**src/design/scroll_pkg.sv**
```systemverilog
// Widths and geometry for one Kicker-style background tile layer
// Only the unpacked ROM bit order of this layout is covered
// Geometry values assume a 2-clock pixel and a 384x264 raster

package scroll_pkg;

    // Plain vector types
    typedef logic [7:0]  byte_t;      // CPU data byte
    typedef logic [9:0]  vram_addr_t; // 5b tile row + 5b tile column
    typedef logic [10:0] cpu_addr_t;  // Bit 10 picks the bank
    typedef logic [8:0]  hcount_t;    // Horizontal position
    typedef logic [7:0]  vcount_t;    // Vertical position
    typedef logic [12:0] rom_addr_t;  // Code high, code, row
    typedef logic [31:0] rom_word_t;  // 8 pixels of 4 bits
    typedef logic [3:0]  pixel_t;     // Pixel or colour index
    typedef logic [7:0]  pal_addr_t;  // Palette bits + pixel

    // CPU bank decode
    localparam int unsigned BANK_SEL_BIT = 10;

    // Fixed score area on the left of the screen
    localparam int unsigned SCORE_COLS = 32;

    // Columns blanked when the screen is flipped
    localparam int unsigned FLIP_BLANK_COLS = 16;

    // Raster
    localparam int unsigned H_TOTAL  = 384;
    localparam int unsigned H_ACTIVE = 256;
    localparam int unsigned V_TOTAL  = 264;
    localparam int unsigned V_ACTIVE = 224;
    localparam int unsigned CEN_DIV  = 2; // clk cycles per pixel

    // Attribute byte fields
    localparam int unsigned ATTR_VFLIP    = 5;
    localparam int unsigned ATTR_HFLIP    = 4;
    localparam int unsigned ATTR_CODE_LSB = 6; // Bits 7:6
    localparam int unsigned ATTR_PAL_LSB  = 0; // Bits 3:0

endpackage

```
**src/design/video_timing.sv**
```systemverilog
// Pixel enable plus H/V counters for a 384x264 raster
// Line count needs 9 bits; vdump carries only its low byte
// Blanking outputs are active low and purely decoded from the counters

`timescale 1ns/1ps

module video_timing
    import scroll_pkg::*;
(
    input  logic    clk,
    input  logic    rst,
    output logic    pxl_cen,
    output hcount_t hdump,
    output vcount_t vdump,
    output logic    lhbl,
    output logic    lvbl
);

    typedef logic [$clog2(CEN_DIV)-1:0] cen_cnt_t;

    cen_cnt_t   cen_cnt;
    logic [8:0] vcnt;     // Full line number
    logic       line_end;

    // Divider for the pixel enable
    always_ff @(posedge clk or posedge rst) begin
        if (rst) begin
            cen_cnt <= '0;
            pxl_cen <= 1'b0;
        end else begin
            if (cen_cnt == cen_cnt_t'(CEN_DIV - 1)) begin
                cen_cnt <= '0;
            end else begin
                cen_cnt <= cen_cnt + 1'b1;
            end
            pxl_cen <= (cen_cnt == cen_cnt_t'(CEN_DIV - 1)); // High one clk in CEN_DIV
        end
    end

    assign line_end = (hdump == hcount_t'(H_TOTAL - 1));

    // Pixel counter
    always_ff @(posedge clk or posedge rst) begin
        if (rst) begin
            hdump <= '0;
        end else if (pxl_cen) begin
            hdump <= line_end ? hcount_t'(0) : hdump + 1'b1;
        end
    end

    // Line counter, steps at the last pixel of a line
    always_ff @(posedge clk or posedge rst) begin
        if (rst) begin
            vcnt <= '0;
        end else if (pxl_cen && line_end) begin
            if (vcnt == 9'(V_TOTAL - 1)) begin
                vcnt <= '0;
            end else begin
                vcnt <= vcnt + 1'b1;
            end
        end
    end

    assign vdump = vcnt[7:0];

    // Blanking
    assign lhbl = (hdump < H_ACTIVE);
    assign lvbl = (vcnt < V_ACTIVE);

endmodule

```
**config.mk**
```make
export PLATFORM = sky130hd
export DESIGN_NAME = video_timing
export DESIGN_NICKNAME = d
export VERILOG_FILES = /design/src/design/scroll_pkg.sv /design/src/design/video_timing.sv
export SDC_FILE = /design/constraint.sdc
export NUM_CORES = 1
export LEC_CHECK = 0
export BUFFER_PORTS_ARGS = -buffer_cell sky130_fd_sc_hd__buf_4
export CAP_MARGIN = 10
export CORE_MARGIN = 2
export CORE_UTILIZATION = 50
export CTS_BUF_LIST = sky130_fd_sc_hd__clkbuf_8
export CTS_CLUSTER_SIZE = 24
export DETAILED_ROUTE_END_ITERATION = 10
export PLACE_DENSITY = 0.73
export SLEW_MARGIN = 20
export SYNTH_ARGS = -nofsm -noshare
export SYNTH_HDL_FRONTEND = slang
export SYNTH_SLANG_ARGS = --single-unit
```
**constraint.sdc**
```tcl
create_clock -name clk -period 1.56 [get_ports clk]
set_input_delay 0.156 -clock clk [delete_from_list [all_inputs] [get_ports clk]]
set_output_delay 0.156 -clock clk [all_outputs]
set_load 0.05 [all_outputs]
```
==> key figures <==
Power and ir drop
  – Leak: 0.6014 nW
  – Max VDD drop: 0.0007233 V
  – Total power: 0.8689 mW
  – Pwr/cell area: 631.9 nW/um^2

Synth
  – Synth Area in Adders: 0.02410
  – Primary FF master, synth: dfrtp_1
  – FF+latch count, synth: 20
  – YS warnings: 0
  – Register area share after synthesis: 0.4819
  – Largest family of logic cells by synthesized area: simple AND/OR/NAND/NOR gates
  – Synth area leaders: dfrtp_1 (48%), xnor2_1 (5.9%), buf_4 (5.8%)
  – Mapped Cells: 94
  – Async set-reset flop share out of synthesis: 1.000
  – Top cell type's share of synthesized area: 0.4819
  – Mux cell area share after synthesis: 0.03133
  – Simple-gate share of the synthesized area: 0.2229
  – Complex-gate fraction of the synthesized area: 0.06867
  – Post-synth EDFFs: 0
  – Yosys cell types: 28
  – Syn Nets: 98
  – Synthesized cell area: 1038 um^2
  – Post-Synth XOR/XNOR Area: 0.08434
  – Largest area contributor in the netlist: dfrtp_1
  – Mean Syn Cell Area: 11.05 um^2

Clock network
  – Clk root buf: clkbuf_8
  – Clock Latency Late Sink: 0.25 ns
  – TritonCTS clock tree: done
  – Cts bufs inserted: 3
  – CTS Sinks: 20
  – Worst-path clk slew: 0.07 ns
  – Max Buffers Root-to-Sink: 2
  – Htree depth: 1

Timing
  – Final Max Slew Viols: 0
  – Final setup vio count: 0
  – Fmax: 0.6454 GHz
  – Clk_skew: 0.001848 ns
  – Unrepaired setup endpoints after global routing: true
  – Fin crit period: 1.549 ns
  – Min Hold Slack: 0.3865 ns
  – Slew @ Worst Pin: 0.3073 ns
  – Final period util: 0.9932
  – Fin. Hold Viols: 0
  – Worst rel slew slack: 0.7935

Critical path
  – Worst path required time: 1.69 ns
  – CP Buf/Inv Count: 0
  – CP startpoint: vcnt[4]
  – WP depth: 4
  – Worst path arrival time: 1.68 ns
  – CP max-delay cell: or4b_4
  – CP top delay family: simple AND/OR/NAND/NOR gates
  – CP peak stage delay: 0.55 ns
  – Crit path launch type: register
  – Reg2reg path depth: 4
  – Critical-path cell list: or4b_4 -> nor4_4 -> nand2b_4 -> o31ai_1
  – WS Path Type: reg -> reg
  – R2r setup slk: 0.01 ns
  – Reg-to-reg startpoint: vcnt[4]
  – Setup crit end kind: register
  – Critical-path maximum fanout: 4

Cells and area
  – Commonest non-fill, non-tap cell in the layout: buf_4
  – Share of cells above drive strength 1: 0.4882
  – Diode count: 0
  – Most frequent cells in the layout: buf_4 (36), dfrtp_1 (11), dfrtp_2 (9)
  – Area growth syn-to-layout: 32.41%
  – # nets final: 132

Global routing
  – Grt met2 use: 0.2489
  – Gr usage total: 0.1665
  – M1 GR Usage: 0.2431
  – Antenna violations before repair: 0
  – M3 GR Usage: 0.03030
  – Most used routing layer: met2
  – First-pass GRT wire length: 3222 um
  – Via count of the first global-routing pass: 708
  – Gr ovfl total: 0
  – Largest net degree at the start of global routing: 21

Die
  – DIE HEIGHT: 49.58 um
  – Die X: 49.58 um
  – Initial Util: 0.5293
  – Die area: 2458 um^2
  – Row count: 16
  – Ports: 22
  – Total core area: 1962 um^2

Min path
  – Worst Hold Launch: cen_cnt
  – Hold Path Depth: 0
  – Hold Path Class: reg -> reg

Route
  – Drt pass-1 iters: 4
  – Remaining DRCs: 0
  – Initial drt markers: 12
  – Routed WL: 1921 um
  – Routed len/inst: 12.47 um
  – Routed Antenna Nets: 0
  – Number of vias per cell: 5.026
  – Vias: 774

Run status
  – Status: finished, final reports clean

Flow run
  – Max-cap violations: 0

Place
  – PortBufs: 21
  – RePlAce Congestion: 0.7630
  – Hpwl dp: 1433 um
[per-layer routing]
| metal | vias to the layer above | part of all wire |
|---|---|---|
| li1 | 384 | - |
| met1 | 366 | 0.49 |
| met2 | 22 | 0.46 |
| met3 | 2 | 0.042 |
| met4 | 0 | 0.0068 |
| met5 | - | 0 |
[metrics by stage]
| step | cells | setup slack [ns] | util | TNS [ns] | area, um^2 |
|---|---|---|---|---|---|
| finish | 154 | 0.01066 | 0.7009 | 0 | 1375 |
| global route | 154 | -0.05538 | 0.7009 | -0.2083 | 1375 |
| detailed placement | 147 | -0.04785 | 0.6607 | -0.1799 | 1296 |
| floorplan | 94 | -0.1843 | - | -1.211 | 1071 |
| global placement | 147 | -0.01758 | 0.6607 | -0.02536 | 1296 |
| CTS | 152 | 0.003258 | 0.6932 | 0 | 1360 |
[power by group]
| part | internal, mW | switching [mW] | leakage [nW] |
|---|---|---|---|
| combinational | 0.00505 | 0.0108 | 0.322 |
| clock | 0.175 | 0.160 | 0.0269 |
| sequential | 0.518 | 0 | 0.253 |
| total | 0.698 | 0.171 | 0.601 |
[flip-flops by register name (all words and copies together), names as in the netlist]
signal / flops
hdump: 9
vcnt: 9
cen_cnt: 1
pxl_cen: 1
[kinds of logic after synthesis]
kind of cell,count (synthesis)
AO/OA/AOI/OAI,11
XOR/XNOR,10
adder cells (fa/ha/maj),2
buffers and inverters,14
flip-flops,20
multiplexers,3
AND/OR/NAND/NOR,34
[worst reg2reg max path: stages, from the launching register on]
cell	delay (ns)
dfrtp_1	0.38
or4b_4	0.55
nor4_4	0.22
nand2b_4	0.21
o31ai_1	0.07
[path summary, 6_finish.rpt]
check                            to
setup / recovery            vcnt[3]
hold / removal              pxl_cen
setup reg to reg            vcnt[3]
hold reg to reg             pxl_cen
max in group asynchronous  hdump[8]
min in group asynchronous   pxl_cen
[synth_stat cells (2+ instances only)]
| cell type | n |
|---|---|
| buf_4 | 8 |
| dfrtp_1 | 20 |
| ha_1 | 2 |
| inv_1 | 5 |
| mux2_2 | 2 |
| nand2_1 | 6 |
| nand2_2 | 2 |
| nand2b_1 | 2 |
| nand3_1 | 6 |
| nor2_1 | 6 |
| nor3_1 | 3 |
| nor4_4 | 2 |
| o21ai_0 | 5 |
| o2bb2ai_1 | 2 |
| o31ai_1 | 2 |
| xnor2_1 | 7 |
| xor2_1 | 3 |
[what timing repair did]
item | CTS | global route
resized for setup | 2 | 0
endpoints found under the setup margin | 8 | 8
setup buffers | 0 | 2
hold endpoints to repair | 20 | 0
hold buffers | 1 | 0
pin swaps | 2 | 0
gates cloned | 0 | 0
[cell type report]
class | count | area (um^2)
timing repair buffer | 38 | 291.5
tap | 27 | 33.78
sequential | 20 | 511.7
multi-input combinational | 60 | 470.5
fill | 155 | 586.8
clock buffer | 3 | 41.29
clock inverter | 1 | 3.754
inverter | 5 | 22.52
(Power assumes the default switching activity.)
