$ cat config.mk
export PLATFORM = sky130hd
export DESIGN_NAME = scroll_tile_engine
export DESIGN_NICKNAME = d
export VERILOG_FILES = /design/src/design/scroll_pkg.sv /design/src/design/scroll_tile_engine.sv
export SDC_FILE = /design/constraint.sdc
export NUM_CORES = 1
export LEC_CHECK = 0
export BUFFER_PORTS_ARGS = -buffer_cell sky130_fd_sc_hd__clkbuf_2
export CAP_MARGIN = 10
export CORE_MARGIN = 8
export CORE_UTILIZATION = 28
export CTS_BUF_LIST = sky130_fd_sc_hd__clkbuf_4 sky130_fd_sc_hd__clkbuf_8 sky130_fd_sc_hd__clkbuf_16
export DETAILED_ROUTE_END_ITERATION = 8
export GPL_TIMING_DRIVEN = 0
export HOLD_SLACK_MARGIN = 0.15
export PLACE_DENSITY = 0.48
export SLEW_MARGIN = 10
export SYNTH_ARGS = -nofsm -noshare
export SYNTH_HDL_FRONTEND = slang
export SYNTH_SLANG_ARGS = --single-unit
$ cat constraint.sdc
create_clock -name clk -period 3.8 [get_ports clk]
set_clock_uncertainty 0.05 [all_clocks]
set_input_delay 0.38 -clock clk [delete_from_list [all_inputs] [get_ports clk]]
set_output_delay 0.38 -clock clk [all_outputs]
set_load 0.01 [all_outputs]
$ cat src/design/scroll_pkg.sv
// Widths and geometry for one Kicker-style background tile layer
// Only the unpacked ROM bit order of this layout is covered
// Geometry values assume a 2-clock pixel and a 384x264 raster

package scroll_pkg;

    // Plain vector types
    typedef logic [7:0]  byte_t;      // CPU data byte
    typedef logic [9:0]  vram_addr_t; // 5b tile row + 5b tile column
    typedef logic [10:0] cpu_addr_t;  // Bit 10 picks the bank
    typedef logic [8:0]  hcount_t;    // Horizontal position
    typedef logic [7:0]  vcount_t;    // Vertical position
    typedef logic [12:0] rom_addr_t;  // Code high, code, row
    typedef logic [31:0] rom_word_t;  // 8 pixels of 4 bits
    typedef logic [3:0]  pixel_t;     // Pixel or colour index
    typedef logic [7:0]  pal_addr_t;  // Palette bits + pixel

    // CPU bank decode
    localparam int unsigned BANK_SEL_BIT = 10;

    // Fixed score area on the left of the screen
    localparam int unsigned SCORE_COLS = 32;

    // Columns blanked when the screen is flipped
    localparam int unsigned FLIP_BLANK_COLS = 16;

    // Raster
    localparam int unsigned H_TOTAL  = 384;
    localparam int unsigned H_ACTIVE = 256;
    localparam int unsigned V_TOTAL  = 264;
    localparam int unsigned V_ACTIVE = 224;
    localparam int unsigned CEN_DIV  = 2; // clk cycles per pixel

    // Attribute byte fields
    localparam int unsigned ATTR_VFLIP    = 5;
    localparam int unsigned ATTR_HFLIP    = 4;
    localparam int unsigned ATTR_CODE_LSB = 6; // Bits 7:6
    localparam int unsigned ATTR_PAL_LSB  = 0; // Bits 3:0

endpackage

$ cat src/design/scroll_tile_engine.sv
// Scroll register, tile fetch and pixel shifter for the Kicker layout
// rom_data must be valid within 4 pixels of the rom_addr update
// Only the unpacked ROM bit order is decoded

`timescale 1ns/1ps

module scroll_tile_engine
    import scroll_pkg::*;
(
    input  logic       clk,
    input  logic       rst,
    input  logic       pxl_cen,
    // Raster position
    input  hcount_t    hdump,
    input  vcount_t    vdump,
    input  logic       flip,
    // Scroll register write
    input  logic       scr_we,
    input  byte_t      scr_din,
    output vcount_t    vscr,
    // Tile map
    output vram_addr_t vid_addr,
    input  byte_t      attr,
    input  byte_t      code,
    // Tile ROM
    output rom_addr_t  rom_addr,
    input  rom_word_t  rom_data,
    // Palette
    output pal_addr_t  pal_addr
);

    byte_t      vpos;      // Scroll value from the CPU
    logic [7:0] hdf;       // Flipped horizontal position
    vcount_t    vrow;      // Row before scroll
    logic       in_score;
    logic       vflip;
    logic       hflip;
    logic [1:0] code_hi;
    logic [3:0] pal_bits;
    rom_word_t  pxl_data;  // Pixel shifter
    logic [3:0] cur_pal;
    logic       cur_hf;    // Shift direction for the current tile
    logic       blank_col;

    // Attribute decode
    assign vflip    = attr[ATTR_VFLIP];
    assign hflip    = attr[ATTR_HFLIP];
    assign code_hi  = attr[ATTR_CODE_LSB +: 2];
    assign pal_bits = attr[ATTR_PAL_LSB +: 4];

    // Mirror the scan position in flip mode
    assign hdf  = flip ? (~hdump[7:0]) - 8'd7 : hdump[7:0];
    assign vrow = vdump ^ {8{flip}};

    // Score columns do not scroll
    assign in_score = flip ? (hdf < SCORE_COLS) : (hdump < SCORE_COLS);

    always_ff @(posedge clk or posedge rst) begin
        if (rst) begin
            vpos <= '0;
            vscr <= '0;
        end else begin
            if (scr_we) vpos <= scr_din;
            if (in_score) begin
                vscr <= vrow;
            end else begin
                vscr <= vrow + vpos + 8'd1; // +1 keeps the grid straight at boot
            end
        end
    end

    // Tile map address is 32x32 tiles
    assign vid_addr = {vscr[7:3], hdf[7:3]};

    // Unpacked ROM layout to pixel order
    // Each nibble gathers one bit from four planes
    function automatic rom_word_t unpack_word(input rom_word_t w);
        rom_word_t r;
        int        n;
        int        base;
        int        k;
        r = '0;
        for (n = 0; n < 8; n++) begin
            base = (n / 4) * 16; // Upper half of the word for pixels 4..7
            k    = n % 4;
            r[n*4 +: 4] = {w[base+8+k], w[base+12+k], w[base+k], w[base+4+k]};
        end
        return r;
    endfunction

    // ROM address at column start
    always_ff @(posedge clk) begin
        if (pxl_cen && hdf[2:0] == 3'd0) begin
            rom_addr <= {code_hi, code, vscr[2:0] ^ {3{vflip}}};
        end
    end

    // Load at the middle of the column, shift otherwise
    always_ff @(posedge clk) begin
        if (pxl_cen) begin
            if (hdf[2:0] == 3'd4) begin
                pxl_data <= unpack_word(rom_data);
                cur_hf   <= hflip ^ flip;
                cur_pal  <= pal_bits;
            end else if (cur_hf) begin
                pxl_data <= pxl_data >> 4;  // Low nibble first
            end else begin
                pxl_data <= pxl_data << 4;  // High nibble first
            end
        end
    end

    // First columns are not shown in flip mode
    assign blank_col = flip && (hdump < FLIP_BLANK_COLS);

    assign pal_addr = blank_col ? pal_addr_t'(0) :
                      {cur_pal, cur_hf ? pxl_data[3:0] : pxl_data[31:28]};

endmodule

==> metrics.yaml, run 1 <==
timing:
  timing_hold_violations_final: 0
  setup_viol: 0
  fin_setup_tns_ps: 0
  period_share_pct: 75.1
  final_max_slew_viol_count: 0
  rsz0062_at_grt: "false"
  relSlewSlack_pct: 36.1
  tightest_slew_ps: 954
  period_needed_ps: 2860
  fmax_mhz: 350
clock_network:
  cts_resized: 0
  clk-insertion-delay-late_ps: 320
  tritoncts: "built"
  cts_buffer_depth: 2
  root_buffer: "clkbuf_16"
  path_clk_slew_ps: 50
  cts_hold_buf: 1
  cts_max_level: 3
  cts_num_sinks: 66
  post_cts_buffers: 0
  cts_buffers: 9
floorplan:
  die_w_um: 128
  die_area_um2: 16400
  rows: 41
  start_util_pct: 28.2
  core_um2: 12400
  die_h_um: 128
  boundaryPins: 117
place:
  io_buffers: 114
  detailed_place.area_um2: 4290
  gp_congestion: 0.820
  dp_hpwl_mm: 7.31
routing:
  avgViaCountPerCell: 4.50
  firstDrtPassIters: 4
  totalWireLength_mm: 9.57
  vias: 2721
  avgRoutedWirePerCell_um: 15.8
  drc: 0
  drt_iter0_markers: 132
  antenna_left: 0
power_and_ir_drop:
  peakVddDrop_mv: 0.210
  p_leak_nw: 2.06
  power_density_nw_per_um2: 472
layout:
  layout.nets: 515
  final_common_cell: "clkbuf_2"
  most-common-layout-cells: "114 x clkbuf_2, 50 x edfxtp_1, 36 x nor2_1"
  final_util_pct: 36.7
  drive_gt1_share_pct: 36.8
  syn_to_final_growth_pct: 30.1
  fin_area_um2: 4560
  num_antenna_cells: 0
global_route:
  gr-total-overflow: 0
  grt_first_pass_wirelength_mm: 15.0
  grt_pass1_vias: 2772
  grt_antenna_before_repair: 0
  grt_usage_pct: 12.0
  grt_max_degree: 35
setup_path:
  crit_chain: "clkbuf_2, nor4_1, nor3b_1, nor2_1, clkbuf_2"
  critPathKind: "input pin to output pin"
  cp.required_ps: 3370
  cp.buffers_inverters: 2
  critical_path_depth: 5
  critical-path-top-delay-family: "simple AND/OR/NAND/NOR gates"
  crit_fanout: 4
  end_kind: "output pin"
  startpoint_type: "input pin"
  slowest_stage: "nor4_1"
  crit_path_max_incr_delay_ps: 810
  rr_worst_depth: 7
  critPathArrivalTime_ps: 2430
  cpMostUsedCell: "clkbuf_2"
run_status:
  outcome: "completed"
synthesis:
  synth_warnings: 0
  synth-edff-count: 50
  synthCells: 302
  syn_area_per_cell_um2: 11.6
  synthFlopType: "edfxtp_1"
  synth-async-reset-ratio_pct: 24.2
  synth_seq_area_share_pct: 54.3
  synth_cell_types: 43
  synth_fp_nets: 389
  ys_ff_latch: 66
  syn-cell-area_um2: 3500
min_path:
  hp-class: "input pin to flop"
  holdPathStages: 1
run:
  drv_cap: 0
cell families (layout without fill, tap and decap cells):
kind of cell	Yosys count	in the layout	share of synthesized area (%)
AOI/OAI and AO/OA	50	50	9.46
and+or+nand+nor	86	86	11.5
DFF	66	66	54.3
muxes	37	37	10.9
adders and majority gates	9	9	3.43
xor gates and xnor gates	23	23	5.96
buffers and inverters	31	161	4.57
final timing paths:
path	slack, ps	endpoint	start
min	180	cur_pal[0]	attr[0]
max in group asynchronous	2650	vscr[2]	rst
max	940	pal_addr[1]	hdump[7]
max reg2reg	1630	vscr[7]	vpos[2]
min in group asynchronous	630	vpos[2]	rst
min reg2reg	470	vpos[2]	vpos[2]
layer usage:
metal | vias up | part of all wire, % | GRT usage, % | routed length (um)
met5 | - | 0 | 0 | 0
met4 | 0 | 1.9 | 5.80 | 178
met3 | 11 | 6.4 | 3.20 | 614
met2 | 84 | 46 | 18.3 | 4400
met1 | 1301 | 46 | 15.4 | 4380
li1 | 1325 | - | - | -
state kept, by name, summed over array words and instances (netlist names):
register,flops
rom_addr,13
cur_hf,1
vscr,8
pxl_data,32
vpos,8
cur_pal,4
Yosys cell counts, drive strengths merged (2+ instances only):
cell type | number | area [um2]
buf | 15 | 90.1
dfrtp | 16 | 400
nand3b | 6 | 45.0
nor4 | 2 | 12.5
nor2 | 36 | 135
inv | 10 | 37.5
mux2i | 29 | 290
a21o | 2 | 16.3
edfxtp | 50 | 1500
nand2b | 4 | 25.0
clkbuf | 6 | 32.5
xor2 | 15 | 131
o21ai | 3 | 15.0
nand2 | 18 | 67.6
mux2 | 8 | 90.1
and2 | 5 | 32.5
ha | 8 | 100
nand3 | 12 | 60.1
xnor2 | 8 | 77.6
a21oi | 36 | 191
per-stage QoR:
| stage | total power, mW | std cells | hold slack [ps] | worst slack, ps |
|---|---|---|---|---|
| floorplan | 1.24 | 302 | 244 | 1310 |
| global placement | 1.44 | 588 | 434 | 864 |
| detailed placement | 1.44 | 588 | 442 | 886 |
| CTS | 2.20 | 604 | 158 | 876 |
| global route | 2.28 | 604 | 167 | 865 |
| finish | 2.15 | 604 | 179 | 945 |
area by class of cell:
type | instances | area (um2)
Clock buffer | 11 | 240
Tap cell | 172 | 215
Inverter | 10 | 37.5
Fill cell | 1291 | 7850
Sequential cell | 66 | 1900
Buffer | 21 | 123
Timing Repair Buffer | 115 | 581
Clock inverter | 4 | 20.0
Multi-Input combinational cell | 205 | 1440
worst reg2reg max path, cell delays in order (launching register included):
cell      delay [ps]
dfrtp_1          380
ha_1             360
o211ai_2         180
a21oi_2           60
o311a_1          390
a311o_1          350
a21oi_2          180
xnor2_1          140
power breakdown:
group	total, mW	leakage, nW	internal [mW]	switching [mW]
Combinational	0.492	1.26	0.232	0.260
Sequential	0.929	0.665	0.883	0.0456
Clock	0.733	0.136	0.447	0.286
Note: power is estimated with default switching activity, not from simulation.
==> run 2, diff against run 1 <==
==> constraint.sdc (replaced) <==
create_clock -name clk -period 2.9 [get_ports clk]
set_clock_uncertainty 0.05 [all_clocks]
set_input_delay 0.29 -clock clk [delete_from_list [all_inputs] [get_ports clk]]
set_output_delay 0.29 -clock clk [all_outputs]
set_load 0.01 [all_outputs]
==> run 2 against run 1 <==
  * Wire length grew 2.9%
  * Sequential share of layout area shrank 1.8 points
  * Sequential power grew 31%
  * Design area grew 4.6%
  * Critical path depth is the same
  * Cell count grew 3.5%
  * Combinational power grew 36%
  * Register-to-register slack lost 900 ps
  * Die area is the same
  * Critical endpoint unchanged
  * Largest power group unchanged
==> metrics.yaml, run 2 (synthesized netlist as in run 1, its figures left out) <==
setup_path:
  rr_worst_depth: 7
  crit_path_max_incr_delay_ps: 790
  worstSetupEndpoint: "pal_addr[1]"
  rrSetupSlack_ps: 730
  crit_fanout: 4
  reg2reg_from: "vpos[2]"
  startpoint_type: "input pin"
  critical-path-top-delay-family: "simple AND/OR/NAND/NOR gates"
  critPathKind: "input pin to output pin"
  startpoint: "hdump[7]"
  slowest_stage: "nor4_1"
  critical_path_depth: 5
  cp.buffers_inverters: 2
  crit_chain: "clkbuf_2, nor4_1, nor3b_1, nor2_1, clkbuf_2"
  end_kind: "output pin"
  r2r-end: "vscr[7]"
  cp.required_ps: 2560
  critPathArrivalTime_ps: 2310
  cpMostUsedCell: "clkbuf_2"
power_and_ir_drop:
  clockPowerShare_pct: 33.8
  power_density_nw_per_um2: 596
  switchingPower_uw: 780
  seq_power_share_pct: 42.8
  p_int_mw: 2.07
  p_comb_share_pct: 23.5
  peakVddDrop_mv: 0.275
  netSwitchingFraction_pct: 27.4
  p_leak_nw: 2.15
floorplan:
  die_area_um2: 16400
  core_um2: 12400
  start_util_pct: 28.2
  rows: 41
  die_w_um: 128
  die_h_um: 128
  boundaryPins: 117
global_route:
  grt_max_degree: 35
  grt_first_pass_wirelength_mm: 15.6
  grt_usage_pct: 12.4
  grt_pass1_vias: 2873
  gr-total-overflow: 0
  grt_antenna_before_repair: 0
place:
  io_buffers: 114
  detailed_place.area_um2: 4290
  gp_congestion: 0.820
  dp_hpwl_mm: 7.31
layout:
  reg.largest.list: "pxl_data: 32 flops, rom_addr: 13 flops"
  largest_reg_flops: 32
  syn_to_final_growth_pct: 36.1
  most-common-layout-cells: "114 x clkbuf_2, 50 x edfxtp_1, 36 x nor2_1"
  regMostFlops: "pxl_data"
  fin_area_um2: 4770
  multi_input_area_um2: 1440
  final_common_cell: "clkbuf_2"
  num_antenna_cells: 0
  register_area_um2: 1900
  fill_cells: 1271
  drive_gt1_share_pct: 35.1
  layout.nets: 536
routing:
  avgRoutedWirePerCell_um: 15.7
  antenna_left: 0
  drc: 0
  totalWireLength_mm: 9.84
  avgViaCountPerCell: 4.48
  firstDrtPassIters: 5
  vias: 2802
  drt_iter0_markers: 126
timing:
  relSlewSlack_pct: 35.7
  hold_slack_ps: 173
  setup_viol: 0
  fmax_mhz: 377
  timing_hold_violations_final: 0
  fin_setup_tns_ps: 0
  final_max_slew_viol_count: 0
  period_share_pct: 91.4
  tightest_slew_ps: 961
  period_needed_ps: 2650
  rsz0062_at_grt: "false"
clock_network:
  cts_buffers: 9
  cts_buffer_depth: 2
  cts_resized: 0
  path_clk_slew_ps: 50
  tritoncts: "built"
  root_buffer: "clkbuf_16"
  clk-insertion-delay-late_ps: 320
  cts_num_sinks: 66
  cts_max_level: 3
run_status:
  outcome: "completed"
run:
  drv_cap: 0
min_path:
  hp-class: "input pin to flop"
==> run 2: changes by cell type in the layout (fill, tap and decap cells not counted) <==
| cell | change |
|---|---|
| dlygate4sd3_1 | +21 |
==> run 2: timing repair <==
item | CTS | global route
hold buffers | 22 | 0
hold endpoints to repair | 37 | 0
buffers inserted | 0 | 0
==> run 2: power by group through the flow <==
stage | combinational (mW) | clock [mW] | sequential [mW]
floorplan | 0.383 | 0 | 1.25
global placement | 0.649 | 0 | 1.23
detailed placement | 0.655 | 0 | 1.24
CTS | 0.681 | 1.00 | 1.22
global route | 0.744 | 1.03 | 1.23
finish | 0.668 | 0.961 | 1.22
==> run 2: layout make-up <==
type / instances / area share [%]
clock inverter: 4 / 0.420
inverter: 10 / 0.787
sequential: 66 / 39.9
multi-input combinational: 205 / 30.2
buffer: 21 / 2.57
tap: 172 / 4.51
timing repair buffer: 136 / 16.6
clock buffer: 11 / 5.04
==> run 2: metal layers <==
layer / wire (um) / track usage [%]
met1: 4450 / 15.7
met2: 4610 / 19.3
met3: 599 / 3.24
met4: 178 / 5.80
met5: 0 / 0
==> run 2: worst min-delay path by stage <==
stage	from	endpoint	cells past startpoint
after global placement	rst	vscr[7]	2
final	scr_din[7]	vpos[7]	2
after floorplan	rst	vpos[0]	1
after global routing	scr_din[7]	vpos[7]	2
after detailed placement	rst	vscr[7]	2
after CTS	scr_din[1]	vpos[1]	2
==> run 2: through the flow <==
step	power (mW)	utilization, %	std cells	setup slack (ps)
2_1_floorplan	1.63	-	302	495
3_3_place_gp	1.88	34.6	588	144
3_5_place_dp	1.89	34.6	588	159
4_1_cts	2.91	38.4	625	156
5_1_grt	3.01	38.4	625	145
6_report	2.85	38.4	625	250
